==> src/soc_addr_pkg.sv <==
`default_nettype none

package soc_addr_pkg;

   ////////////////////////////////////////
   // Basic word types
   ////////////////////////////////////////

   // Byte address, always word aligned on this bus
   typedef logic [31:0] addr_t;
   typedef logic [31:0] word_t;

   // Top nibble selects the address region
   typedef logic [3:0] region_t;

   ////////////////////////////////////////
   // One address, two decodings
   ////////////////////////////////////////

   typedef union packed {
      // Region decode for the memory controller
      struct packed {
         region_t     region;
         logic [27:0] offset;
      } region_view;
      // Cache decode, 8 lines of 8 words
      struct packed {
         logic [23:0] tag;
         logic [2:0]  index;
         logic [2:0]  woff;
         logic [1:0]  boff;
      } cache_view;
   } addr_view_u;

endpackage

`default_nettype wire
==> src/dcache_pkg.sv <==
`default_nettype none

package dcache_pkg;

   ////////////////////////////////////////
   // Cache geometry
   ////////////////////////////////////////

   localparam int unsigned LINE_WORDS = 8;
   localparam int unsigned NUM_LINES  = 8;

   ////////////////////////////////////////
   // Line and address field types
   ////////////////////////////////////////

   // 256-bit line, word 0 in the low bits
   typedef soc_addr_pkg::word_t [LINE_WORDS-1:0] line_t;

   typedef logic [23:0] tag_t;
   typedef logic [2:0]  index_t;

   // Word slot within a line
   typedef logic [2:0]  woff_t;

endpackage

`default_nettype wire

==> src/dcache_ifs.sv <==
`timescale 1ns/10ps
`default_nettype none

// Word request from the memory controller into the cache
interface dreq_if;
   import soc_addr_pkg::*;

   logic  req;
   logic  we;
   addr_t addr;
   word_t wdata;
   logic  done;
   word_t rdata;
   logic  busy;

   modport master (output req, we, addr, wdata, input done, rdata, busy);
   modport slave  (input req, we, addr, wdata, output done, rdata, busy);
endinterface

// Line fetch request to the linefill buffer
interface fill_if;
   import soc_addr_pkg::*;
   import dcache_pkg::*;

   logic  start;
   addr_t addr;
   logic  crit_valid;
   word_t crit_word;
   logic  line_done;
   line_t line;

   modport master (output start, addr, input crit_valid, crit_word, line_done, line);
   modport slave  (input start, addr, output crit_valid, crit_word, line_done, line);
endinterface

// Victim line handoff to the line write buffer
interface evict_if;
   import soc_addr_pkg::*;
   import dcache_pkg::*;

   logic  start;
   addr_t addr;
   line_t line;
   logic  idle;

   modport master (output start, addr, line, input idle);
   modport slave  (input start, addr, line, output idle);
endinterface

`default_nettype wire

==> src/dmem_sys.sv <==
`timescale 1ns/10ps
`default_nettype none

module dmem_sys #(
   parameter soc_addr_pkg::region_t PERIPH_REGION = 4'h4
) (
   input  logic                Clk,
   input  logic                rst_i,
   // Core side
   input  logic                req_i,
   input  logic                req_we_i,
   input  soc_addr_pkg::addr_t req_addr_i,
   input  soc_addr_pkg::word_t req_wdata_i,
   output logic                done_o,
   output logic                busy_o,
   output soc_addr_pkg::word_t rdata_o,
   // Peripheral word port
   output logic                per_rd_o,
   output logic                per_wr_o,
   output soc_addr_pkg::addr_t per_addr_o,
   output soc_addr_pkg::word_t per_wdata_o,
   input  logic                per_done_i,
   input  soc_addr_pkg::word_t per_rdata_i,
   // Memory read channel
   output logic                mem_ar_o,
   output soc_addr_pkg::addr_t mem_araddr_o,
   input  logic                mem_rvalid_i,
   input  soc_addr_pkg::word_t mem_rdata_i,
   // Memory write channel
   output logic                mem_aw_o,
   output logic                mem_wvalid_o,
   output soc_addr_pkg::addr_t mem_awaddr_o,
   output soc_addr_pkg::word_t mem_wdata_o,
   input  logic                mem_wready_i
);

   dreq_if  dreq ();
   fill_if  fill ();
   evict_if evict ();

   mem_ctrl #(.PERIPH_REGION(PERIPH_REGION)) i_mem_ctrl (
      .Clk, .rst_i,
      .req_i, .req_we_i, .req_addr_i, .req_wdata_i,
      .done_o, .busy_o, .rdata_o,
      .per_rd_o, .per_wr_o, .per_addr_o, .per_wdata_o, .per_done_i, .per_rdata_i,
      .dreq (dreq.master)
   );

   dcache i_dcache (
      .Clk, .rst_i,
      .dreq  (dreq.slave),
      .fill  (fill.master),
      .evict (evict.master)
   );

   linefill_buf i_linefill_buf (
      .Clk, .rst_i,
      .fill (fill.slave),
      .mem_ar_o, .mem_araddr_o, .mem_rvalid_i, .mem_rdata_i
   );

   line_write_buf i_line_write_buf (
      .Clk, .rst_i,
      .evict (evict.slave),
      .mem_aw_o, .mem_awaddr_o, .mem_wvalid_o, .mem_wdata_o, .mem_wready_i
   );

endmodule

`default_nettype wire

==> src/line_write_buf.sv <==
`timescale 1ns/10ps
`default_nettype none

module line_write_buf (
   input  logic                Clk,
   input  logic                rst_i,
   evict_if.slave              evict,
   // Memory write channel
   output logic                mem_aw_o,
   output soc_addr_pkg::addr_t mem_awaddr_o,
   output logic                mem_wvalid_o,
   output soc_addr_pkg::word_t mem_wdata_o,
   input  logic                mem_wready_i
);
   import soc_addr_pkg::*;
   import dcache_pkg::*;

   line_t line_q;
   addr_t addr_q;
   woff_t beat_q;
   logic  busy_q;
   logic  aw_q;
   logic  wvalid_q;

   always_ff @(posedge Clk) begin
      if (rst_i) begin
         busy_q   <= 1'b0;
         aw_q     <= 1'b0;
         wvalid_q <= 1'b0;
         beat_q   <= '0;
      end else begin
         aw_q <= 1'b0;
         if (evict.start && !busy_q) begin
            busy_q <= 1'b1;
            aw_q   <= 1'b1;
            beat_q <= '0;
         end
         // Data phase opens right after the address strobe
         if (aw_q) wvalid_q <= 1'b1;
         if (wvalid_q && mem_wready_i) begin
            if (beat_q == woff_t'(LINE_WORDS - 1)) begin
               wvalid_q <= 1'b0;
               busy_q   <= 1'b0;
            end else begin
               beat_q <= beat_q + 3'd1;
            end
         end
      end
   end

   // Whole victim copied in one cycle
   always_ff @(posedge Clk) begin
      if (evict.start && !busy_q) begin
         line_q <= evict.line;
         addr_q <= evict.addr;
      end
   end

   assign mem_aw_o     = aw_q;
   assign mem_awaddr_o = addr_q;
   assign mem_wvalid_o = wvalid_q;
   assign mem_wdata_o  = line_q[beat_q];
   assign evict.idle   = ~busy_q;

endmodule

`default_nettype wire

==> src/linefill_buf.sv <==
`timescale 1ns/10ps
`default_nettype none

module linefill_buf (
   input  logic                Clk,
   input  logic                rst_i,
   fill_if.slave               fill,
   // Memory read channel
   output logic                mem_ar_o,
   output soc_addr_pkg::addr_t mem_araddr_o,
   input  logic                mem_rvalid_i,
   input  soc_addr_pkg::word_t mem_rdata_i
);
   import soc_addr_pkg::*;
   import dcache_pkg::*;

   addr_view_u addr_q;
   woff_t      crit_woff;
   woff_t      slot_q;
   line_t      line_q;
   logic       active_q;
   logic       ar_q;
   logic       crit_valid_q;
   logic       line_done_q;

   assign crit_woff = addr_q.cache_view.woff;

   always_ff @(posedge Clk) begin
      if (rst_i) begin
         active_q     <= 1'b0;
         ar_q         <= 1'b0;
         crit_valid_q <= 1'b0;
         line_done_q  <= 1'b0;
         slot_q       <= '0;
      end else begin
         ar_q         <= 1'b0;
         crit_valid_q <= 1'b0;
         line_done_q  <= 1'b0;
         if (fill.start) begin
            active_q <= 1'b1;
            ar_q     <= 1'b1;
            slot_q   <= fill.addr[4:2];
         end else if (active_q && mem_rvalid_i) begin
            // Slot counter wraps inside the line
            slot_q <= slot_q + 3'd1;
            if (slot_q == crit_woff) crit_valid_q <= 1'b1;
            // Last beat lands just below the critical slot
            if (slot_q == crit_woff - 3'd1) begin
               line_done_q <= 1'b1;
               active_q    <= 1'b0;
            end
         end
      end
   end

   always_ff @(posedge Clk) begin
      if (fill.start) addr_q <= fill.addr;
      if (active_q && mem_rvalid_i) line_q[slot_q] <= mem_rdata_i;
   end

   assign mem_ar_o     = ar_q;
   assign mem_araddr_o = addr_q;

   assign fill.crit_valid = crit_valid_q;
   assign fill.crit_word  = line_q[crit_woff];
   assign fill.line_done  = line_done_q;
   assign fill.line       = line_q;

endmodule

`default_nettype wire

==> src/dcache.sv <==
`timescale 1ns/10ps
`default_nettype none

module dcache (
   input  logic    Clk,
   input  logic    rst_i,
   dreq_if.slave   dreq,
   fill_if.master  fill,
   evict_if.master evict
);
   import soc_addr_pkg::*;
   import dcache_pkg::*;

   localparam logic [1:0] S_IDLE  = 2'd0;
   localparam logic [1:0] S_HIT   = 2'd1;
   localparam logic [1:0] S_MISS  = 2'd2;
   localparam logic [1:0] S_DRAIN = 2'd3;

   // Arrays
   tag_t                 tag_q [NUM_LINES];
   line_t                data_q [NUM_LINES];
   logic [NUM_LINES-1:0] valid_q;
   logic [NUM_LINES-1:0] dirty_q;

   // Incoming request decode
   addr_view_u in_view;
   index_t     in_idx;
   woff_t      in_woff;
   logic       hit;

   // Held request during a miss
   addr_view_u req_q;
   logic       req_we_q;
   word_t      req_wdata_q;
   index_t     req_idx;
   woff_t      req_woff;

   logic [1:0] state_q;
   logic       done_q;
   word_t      rdata_q;
   logic       fill_start_q;
   logic       evict_start_q;
   line_t      fill_line;

   assign in_view = dreq.addr;
   assign in_idx  = in_view.cache_view.index;
   assign in_woff = in_view.cache_view.woff;
   assign hit     = valid_q[in_idx] && (tag_q[in_idx] == in_view.cache_view.tag);

   assign req_idx  = req_q.cache_view.index;
   assign req_woff = req_q.cache_view.woff;

   ////////////////////////////////////////
   // Sequencer and line state
   ////////////////////////////////////////

   always_ff @(posedge Clk) begin
      if (rst_i) begin
         state_q       <= S_IDLE;
         valid_q       <= '0;
         dirty_q       <= '0;
         done_q        <= 1'b0;
         fill_start_q  <= 1'b0;
         evict_start_q <= 1'b0;
      end else begin
         done_q        <= 1'b0;
         fill_start_q  <= 1'b0;
         evict_start_q <= 1'b0;
         case (state_q)
            S_IDLE: begin
               if (dreq.req && hit) begin
                  done_q  <= 1'b1;
                  state_q <= S_HIT;
                  if (dreq.we) dirty_q[in_idx] <= 1'b1;
               end else if (dreq.req) begin
                  // Dirty victim leaves together with the fill request
                  fill_start_q  <= 1'b1;
                  evict_start_q <= valid_q[in_idx] & dirty_q[in_idx];
                  state_q       <= S_MISS;
               end
            end
            S_HIT: state_q <= S_IDLE;
            S_MISS: begin
               // Early restart on reads
               if (fill.crit_valid && !req_we_q) done_q <= 1'b1;
               if (fill.line_done) begin
                  valid_q[req_idx] <= 1'b1;
                  dirty_q[req_idx] <= req_we_q;
                  if (req_we_q) done_q <= 1'b1;
                  state_q <= S_DRAIN;
               end
            end
            default: if (evict.idle) state_q <= S_IDLE;
         endcase
      end
   end

   ////////////////////////////////////////
   // Data path
   ////////////////////////////////////////

   // Write word merged over the fetched line
   always_comb begin
      fill_line = fill.line;
      if (req_we_q) fill_line[req_woff] = req_wdata_q;
   end

   always_ff @(posedge Clk) begin
      if (state_q == S_IDLE && dreq.req) begin
         req_q       <= dreq.addr;
         req_we_q    <= dreq.we;
         req_wdata_q <= dreq.wdata;
         rdata_q     <= data_q[in_idx][in_woff];
         if (hit && dreq.we) data_q[in_idx][in_woff] <= dreq.wdata;
      end
      if (state_q == S_MISS && fill.crit_valid) rdata_q <= fill.crit_word;
      if (state_q == S_MISS && fill.line_done) begin
         data_q[req_idx] <= fill_line;
         tag_q[req_idx]  <= req_q.cache_view.tag;
      end
   end

   assign dreq.done  = done_q;
   assign dreq.rdata = rdata_q;
   assign dreq.busy  = (state_q != S_IDLE);

   // Victim still sits in the store until line_done
   assign fill.start  = fill_start_q;
   assign fill.addr   = {req_q[31:2], 2'b00};
   assign evict.start = evict_start_q;
   assign evict.addr  = {tag_q[req_idx], req_idx, 5'b00000};
   assign evict.line  = data_q[req_idx];

endmodule

`default_nettype wire

==> src/mem_ctrl.sv <==
`timescale 1ns/10ps
`default_nettype none

module mem_ctrl #(
   parameter soc_addr_pkg::region_t PERIPH_REGION = 4'h4
) (
   input  logic                Clk,
   input  logic                rst_i,
   // Core side
   input  logic                req_i,
   input  logic                req_we_i,
   input  soc_addr_pkg::addr_t req_addr_i,
   input  soc_addr_pkg::word_t req_wdata_i,
   output logic                done_o,
   output logic                busy_o,
   output soc_addr_pkg::word_t rdata_o,
   // Peripheral word port
   output logic                per_rd_o,
   output logic                per_wr_o,
   output soc_addr_pkg::addr_t per_addr_o,
   output soc_addr_pkg::word_t per_wdata_o,
   input  logic                per_done_i,
   input  soc_addr_pkg::word_t per_rdata_i,
   // Cached path
   dreq_if.master              dreq
);
   import soc_addr_pkg::*;

   localparam logic [1:0] P_IDLE  = 2'd0;
   localparam logic [1:0] P_ISSUE = 2'd1;
   localparam logic [1:0] P_WAIT  = 2'd2;
   localparam logic [1:0] P_DONE  = 2'd3;

   addr_view_u req_view;
   logic       is_periph;
   logic [1:0] pstate_q;
   logic       pwe_q;
   addr_t      paddr_q;
   word_t      pwdata_q;
   word_t      prdata_q;

   ////////////////////////////////////////
   // Region decode
   ////////////////////////////////////////

   assign req_view  = req_addr_i;
   assign is_periph = (req_view.region_view.region == PERIPH_REGION);

   // Cached accesses pass straight through
   assign dreq.req   = req_i & ~is_periph;
   assign dreq.we    = req_we_i;
   assign dreq.addr  = req_addr_i;
   assign dreq.wdata = req_wdata_i;

   ////////////////////////////////////////
   // Peripheral access FSM
   ////////////////////////////////////////

   always_ff @(posedge Clk) begin
      if (rst_i) begin
         pstate_q <= P_IDLE;
      end else begin
         case (pstate_q)
            P_IDLE:  if (req_i && is_periph) pstate_q <= P_ISSUE;
            P_ISSUE: pstate_q <= P_WAIT;
            P_WAIT:  if (per_done_i) pstate_q <= P_DONE;
            default: pstate_q <= P_IDLE;
         endcase
      end
   end

   always_ff @(posedge Clk) begin
      if (pstate_q == P_IDLE && req_i && is_periph) begin
         paddr_q  <= req_addr_i;
         pwdata_q <= req_wdata_i;
         pwe_q    <= req_we_i;
      end
      if (pstate_q == P_WAIT && per_done_i) begin
         prdata_q <= per_rdata_i;
      end
   end

   assign per_rd_o    = (pstate_q == P_ISSUE) & ~pwe_q;
   assign per_wr_o    = (pstate_q == P_ISSUE) & pwe_q;
   assign per_addr_o  = paddr_q;
   assign per_wdata_o = pwdata_q;

   // Response merge
   assign done_o  = dreq.done | (pstate_q == P_DONE);
   assign rdata_o = (pstate_q == P_DONE) ? prdata_q : dreq.rdata;
   assign busy_o  = (pstate_q != P_IDLE) | dreq.busy;

endmodule

`default_nettype wire

==> config.mk <==
export PLATFORM = sky130hd
export DESIGN_NAME = dmem_sys
export DESIGN_NICKNAME = d
export VERILOG_FILES = /design/src/soc_addr_pkg.sv /design/src/dcache_pkg.sv /design/src/dcache_ifs.sv /design/src/dmem_sys.sv /design/src/line_write_buf.sv /design/src/linefill_buf.sv /design/src/dcache.sv /design/src/mem_ctrl.sv
export SDC_FILE = /design/constraint.sdc
export NUM_CORES = 2
export LEC_CHECK = 0
export BUFFER_PORTS_ARGS = -buffer_cell sky130_fd_sc_hd__buf_2
export CAP_MARGIN = 25
export CELL_PAD_IN_SITES_DETAIL_PLACEMENT = 1
export CELL_PAD_IN_SITES_GLOBAL_PLACEMENT = 2
export CORE_MARGIN = 3
export CORE_UTILIZATION = 42
export CTS_CLUSTER_SIZE = 28
export DETAILED_ROUTE_END_ITERATION = 10
export MAX_ROUTING_LAYER = met4
export PLACE_DENSITY_LB_ADDON = 0.1
export SLEW_MARGIN = 20
export SYNTH_ARGS = -nofsm -noshare
export SYNTH_HDL_FRONTEND = slang
export SYNTH_SLANG_ARGS = --single-unit
==> constraint.sdc <==
create_clock -name Clk -period 6.2 [get_ports Clk]
set_input_delay 0.62 -clock Clk [delete_from_list [all_inputs] [get_ports Clk]]
set_output_delay 0.62 -clock Clk [all_outputs]
set_load 0.05 [all_outputs]
* Word-level counts from Yosys, hierarchy flattened
Memory sizes are Yosys's and may differ from the RTL's. A register that Yosys moved wholly into a read port is not among the register bits.
Index checks and enable logic that the tools add are counted.
** Cells by class
- Bitwise gates (word level) :: 13
- Muxes and demuxes :: 71
- Magnitude comparators :: 12
- Add/subtract/negate cells :: 3
- Reduce and logical (&&, ||, !) cells :: 38
- Equality and inequality tests :: 17
** Operator list (count)
- 256-bit two-way mux :: 4
- 256-bit bitwise mux :: 2
- 32-bit binary-select mux with 3-bit select :: 3
- 32-bit demux with 3-bit select :: 3
- 32-bit two-way mux :: 9
- 256-bit OR reduction :: 1
- 3-bit by 4-bit less-than comparator with 1-bit output, second input constant :: 7
- 1-bit two-way mux :: 26
- 24-bit equality test :: 1
- 8-bit two-way mux :: 3
- 1-bit logical AND :: 19
- 3-bit two-way mux :: 6
- 8-bit OR :: 2
- 8-bit one-hot mux with 2 select lines :: 1
- 3-bit by 1-bit greater-or-equal comparator with 1-bit output, second input constant :: 5
- 2-bit two-way mux :: 6
- 2-bit one-hot mux with 3 select lines :: 2
- 2-bit nonzero test :: 6
- 8-bit bitwise mux :: 1
- 3-bit by 1-bit adder with 3-bit output, second input constant :: 2
- 1-bit binary-select mux with 3-bit select :: 2
- 1-bit demux with 3-bit select :: 2
- 2-bit equality test, second input constant :: 3
- 3-bit equality test :: 2
- other kinds (19) :: 36
** Word-level totals
- Word-level logic and storage cells :: 190
- Output and inout bits :: 199
- Memory bits (writable) :: 2240
- Register bits :: 543
- Memories :: 2
** Memories
- i_dcache.data_q :: words 8, bits a word 256, read ports 2, clocked after Yosys merged registers in 1, wr ports 1, line dcache.sv:21 : line_t data_q [NUM_LINES];
- i_dcache.tag_q :: words 8, bits a word 24, read ports 2, clocked after Yosys merged registers in 1, wr ports 1, line dcache.sv:20 : tag_t tag_q [NUM_LINES];

* Depth between registers and ports, before layout
- Word-level depth :: 8
- Gate-level depth with buffers :: 16
- Mapped depth without buffers :: 8

* Hierarchy
A second synthesis with hierarchy kept.
** Second synthesis, totals
- Cells, all modules :: 7903
- Area total of the unflattened synthesis :: 134724.2 sq um
** By module, submodules not included
- dcache :: instances 1, area an instance 108883.2 sq um, cells each 6791, seq. area each 70597.7 sq um
- linefill_buf :: instances 1, area an instance 10985.5 sq um, cells each 456, seq. area each 8788.4 sq um
- line_write_buf :: instances 1, area an instance 10816.6 sq um, cells each 430, seq. area each 8768.4 sq um
- mem_ctrl :: instances 1, area an instance 4038.9 sq um, cells each 226, seq. area each 2952.8 sq um

* Least setup slack after synthesis
Ideal clock, no wire load.
- Path kind :: flip-flop to flip-flop
- Start :: register i_line_write_buf.busy_q
- End :: register i_line_write_buf.line_q[0] in the netlist's numbering (read register of i_dcache.data_q) (enable)
- Stages on the path, launching flop included :: 3
- Path slack :: -0.383 ns
- Data required time :: 5.567 ns
- Arrival :: 5.950 ns
- Setup time :: 0.633 ns
- Period minus slack after synthesis :: 6.583 ns
- Cells stage by stage :: dfxtp_1 -> nand2b_1 -> inv_1
** Between the ends
- Longest elaborated chain between the ends :: 2
** RTL lines
- start: declaration :: line line_write_buf.sv:21 : logic busy_q;
- start signal: assignment :: line line_write_buf.sv:27 : busy_q <= 1'b0;
- start signal: assignment :: line line_write_buf.sv:34 : busy_q <= 1'b1;
- start signal: assignment :: line line_write_buf.sv:43 : busy_q <= 1'b0;
- 1-bit zero test :: line line_write_buf.sv:53 : if (evict.start && !busy_q) begin
- 1-bit logical AND :: line line_write_buf.sv:53
- end: declaration :: line line_write_buf.sv:18 : line_t line_q;
Every way passes these cells.
A chain may end at the register's enable or synchronous reset.

* Worst setup path in the final report
- Start :: input port req_addr_i[30]
- End :: memory i_dcache.data_q[4][210] in the netlist's numbering (enable)
** Between the ends
- Longest elaborated chain between the ends :: 7
** RTL lines
- start: declaration :: line dmem_sys.sv:12 : input soc_addr_pkg::addr_t req_addr_i,
- 24-bit equality test or 4-bit by 3-bit equality test with 1-bit output (tied branches) :: line dcache.sv:48, mem_ctrl.sv:47
- 1-bit logical AND or 1-bit inverter (tied branches) :: line dcache.sv:48, mem_ctrl.sv:50
- 1-bit logical AND or 1-bit AND (tied branches) :: line dcache.sv:114, mem_ctrl.sv:50
- 1-bit two-way mux or 1-bit logical AND (tied branches) :: line dcache.sv:114, dcache.sv:109
- 1-bit two-way mux * :: line dcache.sv:109 : if (state_q == S_IDLE && dreq.req) begin
- 256-bit two-way mux (not written as such) * :: line dcache.sv:114 : if (hit && dreq.we) data_q[in_idx][in_woff] <= dreq.wdata;
- 256-bit two-way mux (no line) *
- end: declaration :: line dcache.sv:21
Every way passes the cells marked *; elsewhere a longest branch is shown, timed or not.

==> flow_summary.json <==
{
  "dieArea_um2": 313000,
  "ys_types": 75,
  "grt_max_degree": 107,
  "grt_pass1_wl_mm": 825,
  "finalCritPeriodShare_pct": 75.4,
  "antenna_found_initial": 115,
  "intPower_w": 0.0374,
  "grt_use_total_pct": 39.5,
  "synth_edf_count": 3001,
  "dieWidth_um": 560,
  "nFillCells": 28900,
  "max-vdd-ir-drop_v": 0.000256,
  "drc_errors": 0,
  "critPathKind": "input port to flip-flop",
  "drtPass1Iterations": 8,
  "cts_buffer_depth": 4,
  "grt_setup_unrepaired": "false",
  "setup_tns_ps": 0,
  "gp_congestion": 0.959,
  "ant_nets": 0,
  "clk_latency_ps": 960,
  "pwr-share-comb_pct": 13.8,
  "status": "complete, no violations",
  "slowest_delay_ps": 590,
  "fin_util_pct": 50.2,
  "layout_commonest_cell": "edfxtp_1",
  "yosys_warnings": 0,
  "nets": 9263,
  "cts_tree": "done",
  "drt_iter0_markers": 18700,
  "clockPowerShare_pct": 40.8,
  "power_frac_seq_pct": 45.4,
  "io_pins": 334,
  "hold_path.class": "input port to flip-flop",
  "period_minus_slack_ps": 4670,
  "ys_ff_latch": 3037,
  "yosysTopAreaCellShare_pct": 70.0,
  "p_per_area_nw_per_um2": 340,
  "die_h_um": 560,
  "synth_async_sr_flop_share_pct": 0,
  "hold_slack_ps": 19.9,
  "crit_top_cell": "buf_4",
  "path_buf_inv": 5,
  "synthCells": 8521,
  "mostFrequentLayoutCells": "3001 x edfxtp_1, 1586 x a22oi_1, 603 x nand2_1",
  "skew_ps": 55.3,
  "core_area_um2": 304000,
  "worstPathArrival_ps": 5220,
  "syn_to_final_growth_pct": 18.6,
  "drive_above_1_share_pct": 21.8,
  "hpwl_mm": 421,
  "cts.sinks": 3037,
  "hold_viol": 0,
  "synthTopCellsByArea": "edfxtp_1 70%, a22oi_1 9.2%, mux4_2 3.1%, nand2_1 1.8%, nand4_1 1.7%",
  "path_clk_slew_ps": 60,
  "synth_ff_type": "edfxtp_1",
  "regArea_um2": 90800,
  "synth_area_um2": 129000,
  "crit_family": "simple AND/OR/NAND/NOR gates",
  "worst_setup_path_end_kind": "flip-flop",
  "relSlewSlack_pct": 15.9,
  "cts_max_level": 5,
  "p_leak_nw": 48.1,
  "grt-ovfl-total": 0,
  "worstMarginPinSlew_ps": 1260,
  "cts_root_buffer": "clkbuf_16",
  "p_sw_share_pct": 27.8,
  "drv_slew": 0,
  "synth_top_area_cell": "edfxtp_1",
  "grt_pass1_vias": 91600,
  "worstPathRequired_ps": 6740,
  "multiInputGateArea_um2": 36700,
  "seq_area_frac_synth_pct": 70.5,
  "r2r_setup_slack_ps": 1750,
  "io_buffers": 326,
  "post-cts-setup-buffers": 0,
  "cap_violations": 0,
  "rows": 202,
  "syn_avg_cell_area_um2": 15.1,
  "switching_power_w": 0.0144,
  "drt-total-wl_mm": 621,
  "wl_per_cell_um": 45.5,
  "num_vias": 96200,
  "crit_slowest_cell": "buf_4",
  "max_freq_mhz": 214,
  "initial_core_util_pct": 42.4,
  "numCtsBuffers": 338,
  "setup_viol": 0,
  "crit_chain": "dlygate4sd3_1 -> buf_2 -> nor4b_2 -> buf_4 -> nand2b_1 -> nor4_1 -> nand4_1 -> nor4_4 -> buf_4 -> a31oi_2 -> nor2_4 -> buf_4",
  "worstSetupStartpointType": "input port",
  "viasPerCell": 7.05,
  "path_max_fanout": 32
}
-- layer usage --
| layer | up-vias | wire length, um | GRT usage, % |
|---|---|---|---|
| met5 | - | 0 | - |
| met3 | 1210 | 94200 | 14.2 |
| met4 | 0 | 26700 | 14.6 |
| met1 | 50400 | 238000 | 53.2 |
| li1 | 36900 | - | - |
| met2 | 7768 | 263000 | 54.7 |
-- kinds of logic (layout without fill, tap and decap cells) --
| logic type | Yosys count | in the layout | synth area share (%) |
|---|---|---|---|
| AND/OR/NAND/NOR | 1458 | 1458 | 5.32 |
| flip-flops | 3037 | 3037 | 70.5 |
| multiplexers | 570 | 570 | 6.33 |
| XOR/XNOR | 18 | 18 | 0.122 |
| adder cells (fa/ha/maj) | 11 | 11 | 0.107 |
| other | 1 | 175 | 0.00291 |
| AO/OA/AOI/OAI | 2676 | 2676 | 15.1 |
| buffers and inverters | 750 | 1619 | 2.46 |
-- registers in the layout, summed over array words and instances (netlist names), 32 cells and up --
name / count
i_dcache.req_wdata_q: 32
i_mem_ctrl.prdata_q: 32
i_mem_ctrl.per_addr_o: 32
i_dcache.dreq.rdata: 32
i_mem_ctrl.per_wdata_o: 32
i_dcache.tag_q: 192
i_dcache.data_q: 2048
i_linefill_buf.fill.line: 256
i_line_write_buf.line_q: 256
-- timing repair --
action,in CTS,in global routing
resized for setup,0,0
hold buffers,100,0
endpoints found under the hold margin,338,0
-- layout make-up --
type | instances | area share [%]
clock inverters | 215 | 1.69
multi-input cells | 4740 | 24.0
inverters | 15 | 0.0442
well taps | 4080 | 3.34
clock buffers | 404 | 5.84
repair buffers | 985 | 5.29
flip-flops and latches | 3037 | 59.5
diodes | 168 | 0.275
-- final timing paths --
path                               from                   endpoint  cells past startpoint
hold reg to reg     i_dcache.valid_q[2]        i_dcache.valid_q[2]                      2
setup / recovery         req_addr_i[30]    i_dcache.data_q[4][210]                     12
hold / removal           req_wdata_i[7]  i_mem_ctrl.per_wdata_o[7]                      1
setup reg to reg  i_dcache.tag_q[2][16]    i_dcache.data_q[4][210]                     10
-- Yosys cell counts, types with 9 or more instances --
| master | n |
|---|---|
| nor3_1 | 34 |
| a21oi_1 | 188 |
| a211oi_1 | 39 |
| nor2b_1 | 40 |
| nor4_1 | 27 |
| nor2_1 | 294 |
| buf_1 | 88 |
| mux2_2 | 187 |
| a41o_1 | 9 |
| nor3b_1 | 10 |
| a22o_1 | 86 |
| buf_4 | 37 |
| ha_1 | 11 |
| o21ai_0 | 90 |
| clkbuf_1 | 498 |
| nand2b_1 | 13 |
| inv_1 | 11 |
| edfxtp_1 | 3001 |
| o211ai_1 | 10 |
| a221o_1 | 18 |
| nand4_1 | 352 |
| and3_1 | 15 |
| xor2_1 | 10 |
| a41oi_1 | 9 |
| dfxtp_1 | 36 |
| nand2_1 | 609 |
| a31oi_1 | 328 |
| buf_2 | 100 |
| a22oi_1 | 1586 |
| and2_1 | 9 |
| o221ai_1 | 14 |
| mux2i_1 | 206 |
| mux4_2 | 177 |
| a221oi_1 | 192 |
| o22ai_1 | 46 |
| nand3_1 | 34 |
-- through the flow --
step           cell area [um2]  setup WS [ps]  std cells  total power (W)
2_1_floorplan           129000           1010       8527           0.0269
3_3_place_gp            139000            765      12700           0.0306
3_5_place_dp            139000            746      12700           0.0307
4_1_cts                 152000           1620      13400           0.0516
5_1_grt                 153000           1460      13600           0.0529
6_report                153000           1530      13600           0.0519
-- power groups by stage --
stage	clock [W]	sequential, W	combinational, W
2_1_floorplan	0	0.0237	0.00319
3_3_place_gp	0	0.0239	0.00667
3_5_place_dp	0	0.0239	0.00675
4_1_cts	0.0213	0.0235	0.00683
5_1_grt	0.0221	0.0235	0.00726
6_report	0.0212	0.0235	0.00718
Note: power is estimated with default switching activity, not from simulation.
